$ cat config.mk
export PLATFORM = sky130hd
export DESIGN_NAME = wbArbiter_flat
export DESIGN_NICKNAME = d
export VERILOG_FILES = /design/src/memPkg.sv /design/src/wishboneIf.sv /design/src/wbArbiter.sv /design/src/flat_wrapper.sv
export SDC_FILE = /design/constraint.sdc
export NUM_CORES = 1
export LEC_CHECK = 0
export ABC_AREA = 1
export BUFFER_PORTS_ARGS = -buffer_cell sky130_fd_sc_hd__buf_2
export CORE_AREA = 2 2 94 96
export CTS_CLUSTER_DIAMETER = 50
export DETAILED_ROUTE_END_ITERATION = 7
export DIE_AREA = 0 0 96 98
export PLACE_DENSITY = 0.66
export SYNTH_ARGS = -nofsm -noshare
export SYNTH_HDL_FRONTEND = slang
export SYNTH_SLANG_ARGS = --single-unit
$ cat constraint.sdc
create_clock -name clk0 -period 1.2 [get_ports clk0]
set_input_delay 0.24 -clock clk0 [delete_from_list [all_inputs] [get_ports clk0]]
set_output_delay 0.24 -clock clk0 [all_outputs]
set_load 0.1 [all_outputs]
$ cat src/memPkg.sv
`default_nettype none

package memPkg;

	// Memory geometry
	// Byte lanes in one word
	localparam int ByteCount = 4;

	// Data width follows the lane count
	localparam int WordSize = 8 * ByteCount;

	// Word address, 512 words deep
	localparam int AddressSize = 9;
	localparam int MemWords = 2 ** AddressSize;

	// Arbiter grant states
	// Idle means neither master owns the memory port
	localparam logic [1:0] GrantIdle = 2'b00;
	localparam logic [1:0] GrantHost = 2'b01;
	localparam logic [1:0] GrantData = 2'b10;

endpackage

`default_nettype wire

$ cat src/wishboneIf.sv
`timescale 1ns/1ps
`default_nettype none

interface wishboneIf;
	import memPkg::*;

	// Master to slave
	logic cyc;
	logic stb;
	logic we;
	logic [ByteCount-1:0] sel;
	logic [AddressSize-1:0] adr;
	logic [WordSize-1:0] datW;

	// Slave to master
	logic [WordSize-1:0] datR;
	logic ack;

	modport master (
		output cyc, stb, we, sel, adr, datW,
		input datR, ack
	);

	modport slave (
		input cyc, stb, we, sel, adr, datW,
		output datR, ack
	);

	// Read-only slave for the fetch path
	modport readSlave (
		input cyc, stb, adr,
		output datR, ack
	);

endinterface

`default_nettype wire

$ cat src/wbArbiter.sv
`timescale 1ns/1ps
`default_nettype none

module wbArbiter (
	input logic clk0,
	input logic arstN,
	wishboneIf.slave hostSide,
	wishboneIf.slave dataSide,
	wishboneIf.master memSide
);
	import memPkg::*;

	logic [1:0] grant;
	// Set when data won the most recent tie
	logic lastData;

	logic hostReq;
	logic dataReq;
	logic hostGranted;
	logic dataGranted;

	assign hostReq = hostSide.cyc && hostSide.stb;
	assign dataReq = dataSide.cyc && dataSide.stb;
	assign hostGranted = grant == GrantHost;
	assign dataGranted = grant == GrantData;

	// Grant FSM
	// The tie record only flips on a contested grant
	always_ff @(posedge clk0 or negedge arstN) begin
		if (!arstN) begin
			grant <= GrantIdle;
			lastData <= 1'b1;
		end else begin
			case (grant)
				GrantIdle: begin
					if (hostReq && dataReq) begin
						grant <= lastData ? GrantHost : GrantData;
						lastData <= !lastData;
					end else if (hostReq) begin
						grant <= GrantHost;
					end else if (dataReq) begin
						grant <= GrantData;
					end
				end
				GrantHost: begin
					// Held until the host closes its cycle
					if (!hostSide.cyc) begin
						grant <= GrantIdle;
					end
				end
				GrantData: begin
					if (!dataSide.cyc) begin
						grant <= GrantIdle;
					end
				end
				default: begin
					grant <= GrantIdle;
				end
			endcase
		end
	end

	// Only the owner's cycle reaches the memory
	assign memSide.cyc = (hostGranted && hostSide.cyc) || (dataGranted && dataSide.cyc);
	assign memSide.stb = (hostGranted && hostSide.stb) || (dataGranted && dataSide.stb);

	// Payload steering, host by default
	always_comb begin
		if (dataGranted) begin
			memSide.we = dataSide.we;
			memSide.sel = dataSide.sel;
			memSide.adr = dataSide.adr;
			memSide.datW = dataSide.datW;
		end else begin
			memSide.we = hostSide.we;
			memSide.sel = hostSide.sel;
			memSide.adr = hostSide.adr;
			memSide.datW = hostSide.datW;
		end
	end

	// Read data is shared, ack goes to the owner only
	assign hostSide.datR = memSide.datR;
	assign dataSide.datR = memSide.datR;
	assign hostSide.ack = hostGranted && memSide.ack;
	assign dataSide.ack = dataGranted && memSide.ack;

	// Ownership is stable for the whole bus cycle
	hostGrantHeld: assert property (@(posedge clk0) disable iff (!arstN)
		hostGranted && hostSide.cyc |=> hostGranted);

	dataGrantHeld: assert property (@(posedge clk0) disable iff (!arstN)
		dataGranted && dataSide.cyc |=> dataGranted);

	// Memory ack must land on a master that still holds its cycle
	hostAckInCycle: assert property (@(posedge clk0) disable iff (!arstN)
		hostSide.ack |-> hostSide.cyc);

	dataAckInCycle: assert property (@(posedge clk0) disable iff (!arstN)
		dataSide.ack |-> dataSide.cyc);

endmodule

`default_nettype wire

$ cat src/flat_wrapper.sv
// flat-port wrapper written by rule: the top's interface ports become plain ports
module wbArbiter_flat import memPkg::*;
  (clk0, arstN, hostSide_cyc, hostSide_stb, hostSide_we, hostSide_sel, hostSide_adr, hostSide_datW, hostSide_datR, hostSide_ack, dataSide_cyc, dataSide_stb, dataSide_we, dataSide_sel, dataSide_adr, dataSide_datW, dataSide_datR, dataSide_ack, memSide_cyc, memSide_stb, memSide_we, memSide_sel, memSide_adr, memSide_datW, memSide_datR, memSide_ack);
  wishboneIf hostSide_i ();
  wishboneIf dataSide_i ();
  wishboneIf memSide_i ();
  input logic clk0;
  input logic arstN;
  input wire logic [$bits(hostSide_i.cyc)-1:0] hostSide_cyc;
  input wire logic [$bits(hostSide_i.stb)-1:0] hostSide_stb;
  input wire logic [$bits(hostSide_i.we)-1:0] hostSide_we;
  input wire logic [$bits(hostSide_i.sel)-1:0] hostSide_sel;
  input wire logic [$bits(hostSide_i.adr)-1:0] hostSide_adr;
  input wire logic [$bits(hostSide_i.datW)-1:0] hostSide_datW;
  output wire logic [$bits(hostSide_i.datR)-1:0] hostSide_datR;
  output wire logic [$bits(hostSide_i.ack)-1:0] hostSide_ack;
  input wire logic [$bits(dataSide_i.cyc)-1:0] dataSide_cyc;
  input wire logic [$bits(dataSide_i.stb)-1:0] dataSide_stb;
  input wire logic [$bits(dataSide_i.we)-1:0] dataSide_we;
  input wire logic [$bits(dataSide_i.sel)-1:0] dataSide_sel;
  input wire logic [$bits(dataSide_i.adr)-1:0] dataSide_adr;
  input wire logic [$bits(dataSide_i.datW)-1:0] dataSide_datW;
  output wire logic [$bits(dataSide_i.datR)-1:0] dataSide_datR;
  output wire logic [$bits(dataSide_i.ack)-1:0] dataSide_ack;
  output wire logic [$bits(memSide_i.cyc)-1:0] memSide_cyc;
  output wire logic [$bits(memSide_i.stb)-1:0] memSide_stb;
  output wire logic [$bits(memSide_i.we)-1:0] memSide_we;
  output wire logic [$bits(memSide_i.sel)-1:0] memSide_sel;
  output wire logic [$bits(memSide_i.adr)-1:0] memSide_adr;
  output wire logic [$bits(memSide_i.datW)-1:0] memSide_datW;
  input wire logic [$bits(memSide_i.datR)-1:0] memSide_datR;
  input wire logic [$bits(memSide_i.ack)-1:0] memSide_ack;
  assign hostSide_i.cyc = hostSide_cyc;
  assign hostSide_i.stb = hostSide_stb;
  assign hostSide_i.we = hostSide_we;
  assign hostSide_i.sel = hostSide_sel;
  assign hostSide_i.adr = hostSide_adr;
  assign hostSide_i.datW = hostSide_datW;
  assign hostSide_datR = hostSide_i.datR;
  assign hostSide_ack = hostSide_i.ack;
  assign dataSide_i.cyc = dataSide_cyc;
  assign dataSide_i.stb = dataSide_stb;
  assign dataSide_i.we = dataSide_we;
  assign dataSide_i.sel = dataSide_sel;
  assign dataSide_i.adr = dataSide_adr;
  assign dataSide_i.datW = dataSide_datW;
  assign dataSide_datR = dataSide_i.datR;
  assign dataSide_ack = dataSide_i.ack;
  assign memSide_cyc = memSide_i.cyc;
  assign memSide_stb = memSide_i.stb;
  assign memSide_we = memSide_i.we;
  assign memSide_sel = memSide_i.sel;
  assign memSide_adr = memSide_i.adr;
  assign memSide_datW = memSide_i.datW;
  assign memSide_i.datR = memSide_datR;
  assign memSide_i.ack = memSide_ack;
  wbArbiter u_core (.clk0(clk0), .arstN(arstN), .hostSide(hostSide_i), .dataSide(dataSide_i), .memSide(memSide_i));
endmodule
# == After elaboration in Yosys (flattened, before gate mapping) ==
# Cells that the tools add are included.
# op_classes
n_mux,11
n_lt_le_gt_ge,0
shift,0
bitwise_logic,0
eq_ne,5
add_sub_neg,0
mul,0
n_div,0
reduce_logical,15
# op_table
cell,n
$mux 32,1
$mux 2,6
$logic_and 1x1->1,9
$mux 9,1
$pmux 2 s3,1
$mux 4,1
$ne 2x2->1 const B,2
$ne 4x1->1 const B,1
$reduce_and 3->1,1
$eq 2x1->1 const B,1
$eq 2x2->1 const B,1
$logic_not 2->1,1
$logic_or 1x1->1,2
$reduce_and 2->1,1
$logic_not 1->1,1
$mux 1,1
# totals
memories,0
in_bits,131
regBits,3
mem_bits_rw,0
elab_cells,33
output_inout_bits,114
latch_bits,0
romBits,0

# == Logic depth before layout (Yosys ltp) ==
# Gate-level depths: netlist of run 1.
# logic_depth
depth_word,5
depth_mapped,7
depth_no_buf,6

# == Worst setup path after synthesis of run 1 ==
# OpenSTA, ideal clock, no wires.
# synth_timing
path_type,reg2out
start,register u_core.grant[1]
end,output hostSide_ack
path_stages_with_launch,5
required_ns,0.960
path_buffers,3
arrival_ns,2.841
slack_ns,-1.881
cell_sequence,dfrtp_1 -> buf_6 -> buf_6 -> buf_2 -> nor3_1
# synth_between
elab_chain_cells,2
# synth_rtl
element,line,rtl
from (decl),wbArbiter.sv:13,logic [1:0] grant;
from (signal assigned),wbArbiter.sv:31,grant <= GrantIdle;
from (signal assigned),wbArbiter.sv:37,grant <= lastData ? GrantHost : GrantData;
from (signal assigned),wbArbiter.sv:40,grant <= GrantHost;
$eq 2x1->1,wbArbiter.sv:24,assign hostGranted = grant == GrantHost;
$logic_and 1x1->1,wbArbiter.sv:85,assign hostSide.ack = hostGranted && memSide.ack;
to (decl),flat_wrapper.sv:16,output wire logic [$bits(hostSide_i.ack)-1:0] hostSide_ack;
# No other way between the ends.

# == Worst setup path after layout of run 1 ==
# layout_timing
start,register u_core.grant[1]
end,output memSide_sel[1]
# layout_between
elab_chain_cells,2
# layout_rtl
element,line,rtl
$eq 2x2->1,wbArbiter.sv:25,assign dataGranted = grant == GrantData;
$mux 4,wbArbiter.sv:69,if (dataGranted) begin
to (decl),flat_wrapper.sv:28,output wire logic [$bits(memSide_i.sel)-1:0] memSide_sel;
# No other way between the ends.

==> qor.txt, run 1 <==
port bufs: 148
design internal power: 4.990 mW
CTS tree: built
Layout Utilization: 0.4660
Area after DPL: 0.003381 sq mm
Final setup viols: 51
Worst R2R Path Depth: 7
dominant synthesized flop cell: dfrtp_1
Starting Density: 0.1607
post-route cell area: 0.003945 sq mm
Synth Register Bits: 3
fin crit share: 1.355
Reg-to-Reg Start: u_core.grant[1]
clk root buf: clkbuf_8
r2r setup slk: -0.08 ns
Min-Delay Startpoint: hostSide_cyc
Congestion Overflow GR: 0
vias in the first global route: 2077
Inserted Diodes: 0
nets@finish: 473
Final Hold Vio Count: 0
die width: 96 microns
Hold Path Sink: u_core.grant[0]
worst endpoint data arrival time: 1.39 ns
logic gate share of total power: 0.962
critical path endpoint category: output pin
Top Ports: 245
Hold Path Class: primary input to flip-flop
top cell type's share of synthesized area: 0.3809
initial detailed-routing violation count: 18
failing checks: setup timing
GP Congestion: 0.7754
area leader, netlist: buf_4
Final Skew: 0.001972 ns
First-pass DRT Iterations: 4
most common cell in the netlist: nand2_1
Synth top cells by count: nand2_1 (102), buf_4 (69), nand3_1 (52), buf_2 (6), nor2_1 (5)
Final min period: 1.626 ns
Worst-Margin Slew: 0.3005 ns
Via Count: 1888
top cells by area, synth: buf_4 (38%), nand2_1 (28%), nand3_1 (19%), dfrtp_1 (3.7%), buf_2 (2.2%)
Post-synth EDFFs: 0
initial antenna violation count: 0
die height: 98 microns
setup ws final: -0.4258 ns
first-pass GRT wire length: 9832 microns
max frequency: 615.1 MHz
register area share after synthesis: 0.05612
outcome: finished with violations
PD cells: 3371 mW/mm^2
Flop pwr share: 0.015
CTS clock-pin slew for the worst setup and hold paths: 0.03 ns
WL/cell: 14.23 microns
core footprint: 0.008466 sq mm
overall power: 13.30 mW
CP max FO: 19
Slew Viols, Final: 0
Clk pwr share: 0.022
DR vias/cell: 4.205
detailed placement HPWL: 4839 microns
Crit path required time: 0.96 ns
DRC: 0
mapped cell area: 0.001360 sq mm
Max H-tree Level: 1
worst hold stages: 3
crit path kind: flip-flop to output pin
syn_area_per_cell: 5.440 sq um
full die area: 0.009408 sq mm
switch share: 0.6248
TritonCTS buffer count: 3
Pleak: 1.764 nW
post-synth cell types: 14
Total GRT Usage: 0.1318
max_slew headroom: 0.7997
reg2reg end: u_core.grant[1]
area delta synth->final: 190.1%
Post-Synthesis Cells: 250
unrepaired setup endpoints after global routing: yes
Sw Pwr: 8.309 mW
layout cells sized above 1: 0.9032
CTS Sinks: 3
YS warnings: 0
CTS max path bufs: 2
total of max-cap violations: 0
Final ANT Viol Nets: 0
final WL: 6388 microns
startpoint types: flip-flop
Cell Rows: 34
worst vdd ir: 1.397 mV
share of flip-flops with an asynchronous set or reset after synthesis: 1.000
Skew-Pair Late Insertion Delay: 0.22 ns
pin count of the biggest net entering global routing: 22
Synthesized Nets: 381
[layout make-up]
type | instances | area [sq um]
Clock buffer | 4 | 45.04
Fill cell | 759 | 4521
Inverter | 5 | 21.27
Multi-Input combinational cell | 162 | 1856
Sequential cell | 3 | 77.57
Tap cell | 108 | 135.1
Timing Repair Buffer | 167 | 1810
[what timing repair did]
action                     in CTS  in global routing
gates cloned                    2                  3
setup endpoints to repair      52                 52
hold endpoints to repair        3                  0
pin swaps                       2                  0
resized for setup              70                  5
hold buffers                    1                  0
setup buffers                   3                  0
[metrics by stage]
step | cells | hold slack, ns | setup WS [ns] | setup TNS, ns
2_1_floorplan | 250 | -0.05559 | -0.5533 | -8.045
3_3_place_gp | 436 | 0.03806 | -0.2791 | -10.57
3_5_place_dp | 436 | 0.03876 | -0.3227 | -11.77
4_1_cts | 446 | 0.3276 | -0.4389 | -20.37
5_1_grt | 449 | 0.3549 | -0.4805 | -22.77
6_report | 449 | 0.3348 | -0.4258 | -20.02
[power groups by stage]
stage	Clock (mW)	Combinational [mW]	Sequential (mW)
6_report	0.294	12.8	0.205
3_3_place_gp	0	11.7	0.187
3_5_place_dp	0	11.9	0.192
4_1_cts	0.302	12.7	0.205
5_1_grt	0.314	13.2	0.212
2_1_floorplan	0	9.38	0.176
[metal layers]
| metal | vias up | GRT usage | wire length, microns |
|---|---|---|---|
| li1 | 908 | - | - |
| met1 | 862 | 0.1206 | 2084 |
| met2 | 96 | 0.2714 | 3632 |
| met3 | 22 | 0.03318 | 550 |
| met4 | 0 | 0.03736 | 120 |
| met5 | - | 0 | 0 |
[worst max path at each step]
stage,slack [ns],cells past startpoint,start,to
after global routing,-0.48,5,u_core.grant[1],memSide_adr[6]
after CTS,-0.44,5,u_core.grant[1],memSide_datW[1]
after floorplan,-0.55,4,u_core.grant[1],hostSide_ack
after detailed placement,-0.32,5,u_core.grant[0],memSide_adr[0]
final,-0.43,4,u_core.grant[1],memSide_sel[1]
after global placement,-0.28,5,u_core.grant[0],memSide_datW[30]
[sequential cells by signal, summed over array words and instances (netlist names)]
register,count
u_core.lastData,1
u_core.grant,2
[critical path: stages, from the launching register on]
cell and delay [ns]:
dfrtp_2 0.41, buf_6 0.29, nand3_2 0.18, nand2_8 0.09
buf_12 0.16
[cells by family after synthesis]
logic type	after synthesis	synth area share
AO/OA/AOI/OAI	1	0.005522
flip-flops	3	0.05612
buffers and inverters	85	0.4416
AND/OR/NAND/NOR	160	0.4903
XOR/XNOR	1	0.006441
[cell usage in the layout (no fill, tap or decap), types with 2 or more instances in the layout]
master and count:
buf_12 55, buf_16 2, buf_2 98, buf_4 4, buf_6 3, clkbuf_16 3
clkbuf_8 3, inv_1 4, nand2_1 17, nand2_2 23, nand2_4 28, nand2_8 34
nand3_1 4, nand3_2 36, nand3_4 12, nor2_1 3
Note: power is estimated with default switching activity, not from simulation.
==> inputs of run 2 (changes only) <==
--- a/config.mk
+++ b/config.mk
@@ -7,11 +7,11 @@
 export LEC_CHECK = 0
 export ABC_AREA = 1
 export BUFFER_PORTS_ARGS = -buffer_cell sky130_fd_sc_hd__buf_2
-export CORE_AREA = 2 2 94 96
+export CORE_AREA = 2 2 96 98
 export CTS_CLUSTER_DIAMETER = 50
 export DETAILED_ROUTE_END_ITERATION = 7
-export DIE_AREA = 0 0 96 98
-export PLACE_DENSITY = 0.66
+export DIE_AREA = 0 0 98 100
+export PLACE_DENSITY = 0.62
 export SYNTH_ARGS = -nofsm -noshare
 export SYNTH_HDL_FRONTEND = slang
 export SYNTH_SLANG_ARGS = --single-unit
==> constraint.sdc (replaced) <==
create_clock -name clk0 -period 1.5 [get_ports clk0]
set_input_delay 0.3 -clock clk0 [delete_from_list [all_inputs] [get_ports clk0]]
set_output_delay 0.3 -clock clk0 [all_outputs]
set_load 0.1 [all_outputs]
==> qor.txt, run 2 (synthesis results as in run 1) <==
outcome: finished with violations (unchanged)
failing checks: setup timing (unchanged)
vias in the first global route: 1798 (was 2077)
Total GRT Usage: 0.1107 (was 0.1318)
total of max-cap violations: 0 (unchanged)
DRC: 0 (unchanged)
grt peak-use layer: met2 (unchanged)
setup ws final: -0.1659 ns (was -0.4258 ns)
layout cells sized above 1: 0.7216 (was 0.9032)
DR vias/cell: 4.184 (was 4.205)
GP Congestion: 0.7517 (was 0.7754)
Largest regs: u_core.grant: 2 flops, u_core.lastData: 1 flops (unchanged)
Cell Rows: 35 (was 34)
worst vdd ir: 1.159 mV (was 1.397 mV)
die width: 98 microns (was 96 microns)
FF/Latch Area: 77.57 sq um (unchanged)
Area after DPL: 0.002836 sq mm (was 0.003381 sq mm)
Min-Delay Startpoint: hostSide_cyc (unchanged)
CP startpoint: u_core.grant[0] (was u_core.grant[1])
most frequent cells in the layout: buf_2 (98), buf_12 (52), nand3_1 (49) (was buf_2 (98), buf_12 (55), nand3_2 (36))
port bufs: 148 (unchanged)
CTS tree: built (unchanged)
Inserted Diodes: 0 (unchanged)
Worst-Margin Slew: 0.2399 ns (was 0.3005 ns)
Final min period: 1.666 ns
CTS Sinks: 3 (unchanged)
TritonCTS buffer count: 3 (unchanged)
initial antenna violation count: 0 (unchanged)
Skew-Pair Late Insertion Delay: 0.21 ns (was 0.22 ns)
worst endpoint data arrival time: 1.37 ns (was 1.39 ns)
initial detailed-routing violation count: 31 (was 18)
CTS clock-pin slew for the worst setup and hold paths: 0.03 ns (about the same)
Final ANT Viol Nets: 0 (unchanged)
First-pass DRT Iterations: 4 (unchanged)
unrepaired setup endpoints after global routing: yes (unchanged)
clk root buf: clkbuf_8 (unchanged)
detailed placement HPWL: 4523 microns (was 4839 microns)
most common cell after layout, fill and taps aside: buf_2 (unchanged)
Layout Utilization: 0.3443 (was 0.4660)
startpoint types: flip-flop (unchanged)
CTS max path bufs: 2 (unchanged)
Via Count: 1862 (was 1888)
met2 Use GR: 0.2118 (was 0.2714)
area of the multi-input gates: 0.001106 sq mm (was 0.001856 sq mm)
Reg-to-Reg Start: u_core.grant[1] (unchanged)
Top Ports: 245 (unchanged)
nets@finish: 466 (was 473)
Starting Density: 0.1530 (was 0.1607)
Max H-tree Level: 1 (unchanged)
die height: 100 microns (was 98 microns)
PD cells: 2988 mW/mm^2 (was 3371 mW/mm^2)
area delta synth->final: 125.0% (was 190.1%)
first-pass GRT wire length: 8818 microns (was 9832 microns)
Final setup viols: 50 (was 51)
Hold Path Class: primary input to flip-flop (unchanged)
Final Hold Vio Count: 0 (unchanged)
Final Skew: 0.0007816 ns (was 0.001972 ns)
Slew Viols, Final: 0 (unchanged)
crit path kind: flip-flop to output pin (unchanged)
routing usage on met1: 0.1171 (was 0.1206)
WL/cell: 12.93 microns (was 14.23 microns)
CP max FO: 19 (unchanged)
Crit path required time: 1.20 ns (was 0.96 ns)
final WL: 5753 microns (was 6388 microns)
max_slew headroom: 0.8395 (was 0.7997)
fin crit share: 1.111
grt met3 use: 0.02298 (was 0.03318)
max FFs per register: 2 (unchanged)
critical path endpoint category: output pin (unchanged)
post-route cell area: 0.003060 sq mm (was 0.003945 sq mm)
Biggest register: u_core.grant (unchanged)
Pleak: 1.552 nW (was 1.764 nW)
pin count of the biggest net entering global routing: 22 (unchanged)
max frequency: 600.3 MHz
core footprint: 0.008890 sq mm (was 0.008466 sq mm)
full die area: 0.009800 sq mm (was 0.009408 sq mm)
Fill cells: 921 (was 759)
Congestion Overflow GR: 0 (unchanged)
run 2: cell count changes in the layout (fill, tap and decap cells not counted), sizes merged:
cell    change
clkbuf      -3
buf         -4
run 2: stage by stage:
| stage | instances | TNS, ns | hold WS, ns | worst slack, ns | power (mW) |
|---|---|---|---|---|---|
| floorplan | 250 | -0.3133 | 0.004409 | -0.3133 | 6.537 |
| global placement | 437 | 0 | 0.09579 | 0.05778 | 8.503 |
| detailed placement | 437 | 0 | 0.09847 | 0.02054 | 8.579 |
| CTS | 445 | -7.634 | 0.3668 | -0.1769 | 9.219 |
| global route | 445 | -10.16 | 0.3946 | -0.2331 | 9.464 |
| finish | 445 | -6.503 | 0.3706 | -0.1659 | 9.145 |
run 2: path summary, 6_finish.rpt:
path,end,slack (ns),cells past startpoint
worst min register to register,u_core.lastData,0.50,2
worst max-delay path,memSide_datW[30],-0.17,5
max in group asynchronous,u_core.lastData,0.89,2
min in group asynchronous,u_core.grant[0],0.42,2
worst max register to register,u_core.grant[1],0.18,5
worst min-delay path,u_core.grant[0],0.37,3
run 2: repair_timing:
| item | in CTS | in global routing |
|---|---|---|
| gates cloned | 2 | 0 |
| setup endpoints to repair | 50 | 50 |
| setup buffers | 1 | 0 |
| gates resized for setup | 34 | 2 |
| hold buffers | 1 | 0 |
| endpoints found under the hold margin | 2 | 0 |
run 2: final cells by class:
class                   instances  area share
inverters                       5    0.006950
clock buffers                   4     0.01472
flip-flops and latches          3     0.02535
repair buffers                160      0.5462
well taps                     111     0.04538
multi-input cells             162      0.3614
run 2: critical path, stage by stage, from the launching register on:
cell     delay (ns)
dfrtp_1        0.39
inv_4          0.15
buf_12         0.18
nand3_1        0.14
nand2_4        0.11
buf_12         0.17
run 2: where the power goes:
part | internal (mW) | leakage, nW | switching [mW] | total [mW]
logic | 2.98 | 1.49 | 5.74 | 8.73
registers | 0.127 | 0.0350 | 0.0569 | 0.184
clock network | 0.181 | 0.0228 | 0.0525 | 0.234
run 2: per-layer routing:
layer / part of all wire / vias to the layer above
met5: 0 / -
met4: 0.032 / 0
met3: 0.090 / 25
met2: 0.54 / 93
met1: 0.34 / 850
li1: - / 894
==> inputs of run 3 (changes only) <==
--- a/config.mk
+++ b/config.mk
@@ -5,13 +5,12 @@
 export SDC_FILE = /design/constraint.sdc
 export NUM_CORES = 1
 export LEC_CHECK = 0
-export ABC_AREA = 1
 export BUFFER_PORTS_ARGS = -buffer_cell sky130_fd_sc_hd__buf_2
-export CORE_AREA = 2 2 96 98
+export CORE_AREA = 2 2 95 97
 export CTS_CLUSTER_DIAMETER = 50
 export DETAILED_ROUTE_END_ITERATION = 7
-export DIE_AREA = 0 0 98 100
-export PLACE_DENSITY = 0.62
+export DIE_AREA = 0 0 97 99
+export PLACE_DENSITY = 0.64
 export SYNTH_ARGS = -nofsm -noshare
 export SYNTH_HDL_FRONTEND = slang
 export SYNTH_SLANG_ARGS = --single-unit
==> qor.txt, run 3 <==
overall power: 3.126 mW (was 9.145 mW)
detailed placement HPWL: 3958 microns (was 4523 microns)
Skew-Pair Late Insertion Delay: 0.21 ns (about the same)
worst slack, placed: -0.2184 ns (was 0.02054 ns)
Synth top cells by count: buf_4 (64), mux2_4 (46), buf_12 (4) (was nand2_1 (102), buf_4 (69), nand3_1 (52), buf_2 (6), nor2_1 (5))
total of max-cap violations: 0 (unchanged)
PD cells: 1132 mW/mm^2 (was 2988 mW/mm^2)
pin count of the biggest net entering global routing: 29 (was 22)
Layout Utilization: 0.3231 (was 0.3443)
unrepaired setup endpoints after global routing: yes (unchanged)
Post-Synthesis Cells: 134 (was 250)
Via Count: 1273 (was 1862)
nets@finish: 360 (was 466)
WL/cell: 15.55 microns (was 12.93 microns)
setup ws final: -0.3576 ns (was -0.1659 ns)
Worst-Margin Slew: 0.2482 ns (was 0.2399 ns)
critical path endpoint category: output pin (unchanged)
Min-Delay Startpoint: dataSide_cyc (was hostSide_cyc)
Worst path max stage delay: 0.40 ns (was 0.39 ns)
register area share after synthesis: 0.05232 (was 0.05612)
outcome: finished with violations (unchanged)
area delta synth->final: 89.37% (was 125.0%)
Top Ports: 245 (unchanged)
area leader, netlist: mux2_4 (was buf_4)
WP buf/inv: 3 (unchanged)
max FFs per register: 2 (unchanged)
cell mode on critical path: buf_12 (unchanged)
Hold Path Class: primary input to flip-flop (unchanged)
post-synth cell types: 19 (was 14)
reg2reg end: u_core.lastData (was u_core.grant[1])
Top delay family on crit path: buffers and inverters (unchanged)
DRC: 0 (unchanged)
Cell Rows: 34 (was 35)
worst vdd ir: 0.3218 mV (was 1.159 mV)
Placed Cells: 325 (was 437)
post-route cell area: 0.002763 sq mm (was 0.003060 sq mm)
initial antenna violation count: 1 (was 0)
startpoint types: flip-flop (unchanged)
final WL: 5240 microns (was 5753 microns)
Final setup viols: 50 (unchanged)
final cell count without fillers: 337 (was 445)
CTS max path bufs: 2 (unchanged)
wl on met1: 1627 microns (was 1951 microns)
failing checks: setup timing (unchanged)
CTS tree: built (unchanged)
Max H-tree Level: 1 (unchanged)
Final ANT Viol Nets: 0 (unchanged)
YS warnings: 0 (unchanged)
Synth Register Bits: 3 (unchanged)
full die area: 0.009603 sq mm (was 0.009800 sq mm)
CTS Sinks: 3 (unchanged)
mapped cell area: 0.001459 sq mm (was 0.001360 sq mm)
top routing layer in use: met4 (unchanged)
top cells by area, synth: mux2_4 (47%), buf_4 (33%), buf_12 (5.5%), dfrtp_1 (3.4%), dfstp_2 (1.8%) (was buf_4 (38%), nand2_1 (28%), nand3_1 (19%), dfrtp_1 (3.7%), buf_2 (2.2%))
GP Congestion: 0.7531 (was 0.7517)
DR vias/cell: 3.777 (was 4.184)
most common cell after layout, fill and taps aside: buf_2 (unchanged)
worst hold stages: 2 (was 3)
Largest regs: u_core.grant: 2 flops, u_core.lastData: 1 flops (unchanged)
met3 wire length: 770 microns (was 516 microns)
Synthesized Nets: 265 (was 381)
share of flip-flops with an asynchronous set or reset after synthesis: 1.000 (unchanged)
TritonCTS buffer count: 3 (unchanged)
slowest CP cell: dfrtp_1 (unchanged)
Starting Density: 0.1706 (was 0.1530)
worst endpoint data arrival time: 1.56 ns (was 1.37 ns)
Worst R2R Path Depth: 4 (was 5)
most common cell in the netlist: buf_4 (was nand2_1)
Crit path required time: 1.20 ns (about the same)
Post-synth EDFFs: 0 (unchanged)
Met2 Routed Length: 2769 microns (was 3100 microns)
r2r setup slk: 0.27 ns (was 0.18 ns)
layout cells sized above 1: 0.9430 (was 0.7216)
dominant synthesized flop cell: dfrtp_1 (unchanged)
die width: 97 microns (was 98 microns)
CP Cell Sequence: nor2b_4, buf_12, buf_6, mux2_4, buf_12 (was inv_4, buf_12, nand3_1, nand2_4, buf_12)
die height: 99 microns (was 100 microns)
Final min period: 1.858 ns (was 1.666 ns)
top cell type's share of synthesized area: 0.4734 (was 0.3809)
CP max FO: 7 (was 19)
First-pass DRT Iterations: 4 (unchanged)
max frequency: 538.3 MHz (was 600.3 MHz)
Final Skew: 0.0001477 ns (was 0.0007816 ns)
port bufs: 148 (unchanged)
Slew Viols, Final: 0 (unchanged)
fin crit share: 1.238 (was 1.111)
Biggest register: u_core.grant (unchanged)
CTS clock-pin slew for the worst setup and hold paths: 0.03 ns (about the same)
Pleak: 1.407 nW (was 1.552 nW)
Congestion Overflow GR: 0 (unchanged)
initial detailed-routing violation count: 18 (was 31)
vias in the first global route: 1328 (was 1798)
Reg-to-Reg Start: u_core.grant[0] (was u_core.grant[1])
Area after DPL: 0.002193 sq mm (was 0.002836 sq mm)
Hold Path Sink: u_core.grant[1] (was u_core.grant[0])
syn_area_per_cell: 10.89 sq um (was 5.440 sq um)
Final Hold Vio Count: 0 (unchanged)
crit path kind: flip-flop to output pin (unchanged)
most frequent cells in the layout: buf_2 (98), buf_12 (53), mux2_4 (46) (was buf_2 (98), buf_12 (52), nand3_1 (49))
core footprint: 0.008551 sq mm (was 0.008890 sq mm)
max_slew headroom: 0.8322 (was 0.8395)
Total GRT Usage: 0.09429 (was 0.1107)
clk root buf: clkbuf_8 (unchanged)
first-pass GRT wire length: 7134 microns (was 8818 microns)
## run 3: area by class of cell
class,count,area (sq um)
well taps,108,135.1
multi-input cells,61,825.8
diodes,1,2.502
clock buffers,4,45.04
fillers,832,5788
flip-flops and latches,3,76.32
repair buffers,160,1678
## run 3: power by group
part	switching, mW	internal, mW
registers	0.0172	0.113
clock network	0.0498	0.181
logic	1.62	1.14
total	1.69	1.44
## run 3: worst max-delay path by stage
stage	start	to	slack [ns]	depth (start not counted)
after detailed placement	u_core.grant[0]	memSide_datW[10]	-0.22	4
final	u_core.grant[0]	memSide_sel[1]	-0.36	5
after CTS	u_core.grant[0]	memSide_datW[10]	-0.38	4
after floorplan	u_core.grant[0]	memSide_cyc	-0.08	4
after global placement	u_core.grant[0]	memSide_sel[0]	-0.20	4
after global routing	u_core.grant[0]	memSide_sel[1]	-0.39	5
## run 3: worst reg2reg max path, delay by kind of cell (launching register included)
family,cells,cell delay (ns)
XOR/XNOR,1,0.18
buffers and inverters,1,0.16
AND/OR/NAND/NOR,2,0.42
flip-flops,1,0.40
## run 3: cells by family after synthesis
logic type	Yosys count	synth area share
compound gates	4	0.02145
xor+xnor	1	0.006005
mux	46	0.4734
buf+inv	70	0.4022
simple gates	10	0.04460
flops	3	0.05232
## run 3: what timing repair did
| action | 4_1_cts | 5_1_grt |
|---|---|---|
| hold buffers | 1 | 0 |
| pin swaps | 0 | 1 |
| resized for setup | 101 | 4 |
| setup endpoints to repair | 50 | 50 |
| hold endpoints to repair | 2 | 0 |
| cloned | 0 | 4 |
| setup buffers | 0 | 3 |
## run 3: layer usage
layer / global-route usage / vias to the layer above
met5: 0 / -
met4: 0.02709 / 0
met3: 0.06312 / 12
met2: 0.1731 / 90
met1: 0.08443 / 590
li1: - / 581
## run 3: stage by stage
stage                     hold WS, ns  setup TNS [ns]
after floorplan              0.004409          -1.845
after global placement        0.09756          -7.930
after detailed placement       0.1044          -8.989
after CTS                      0.3514          -16.95
after global routing           0.3627          -18.35
final                          0.3557          -16.54
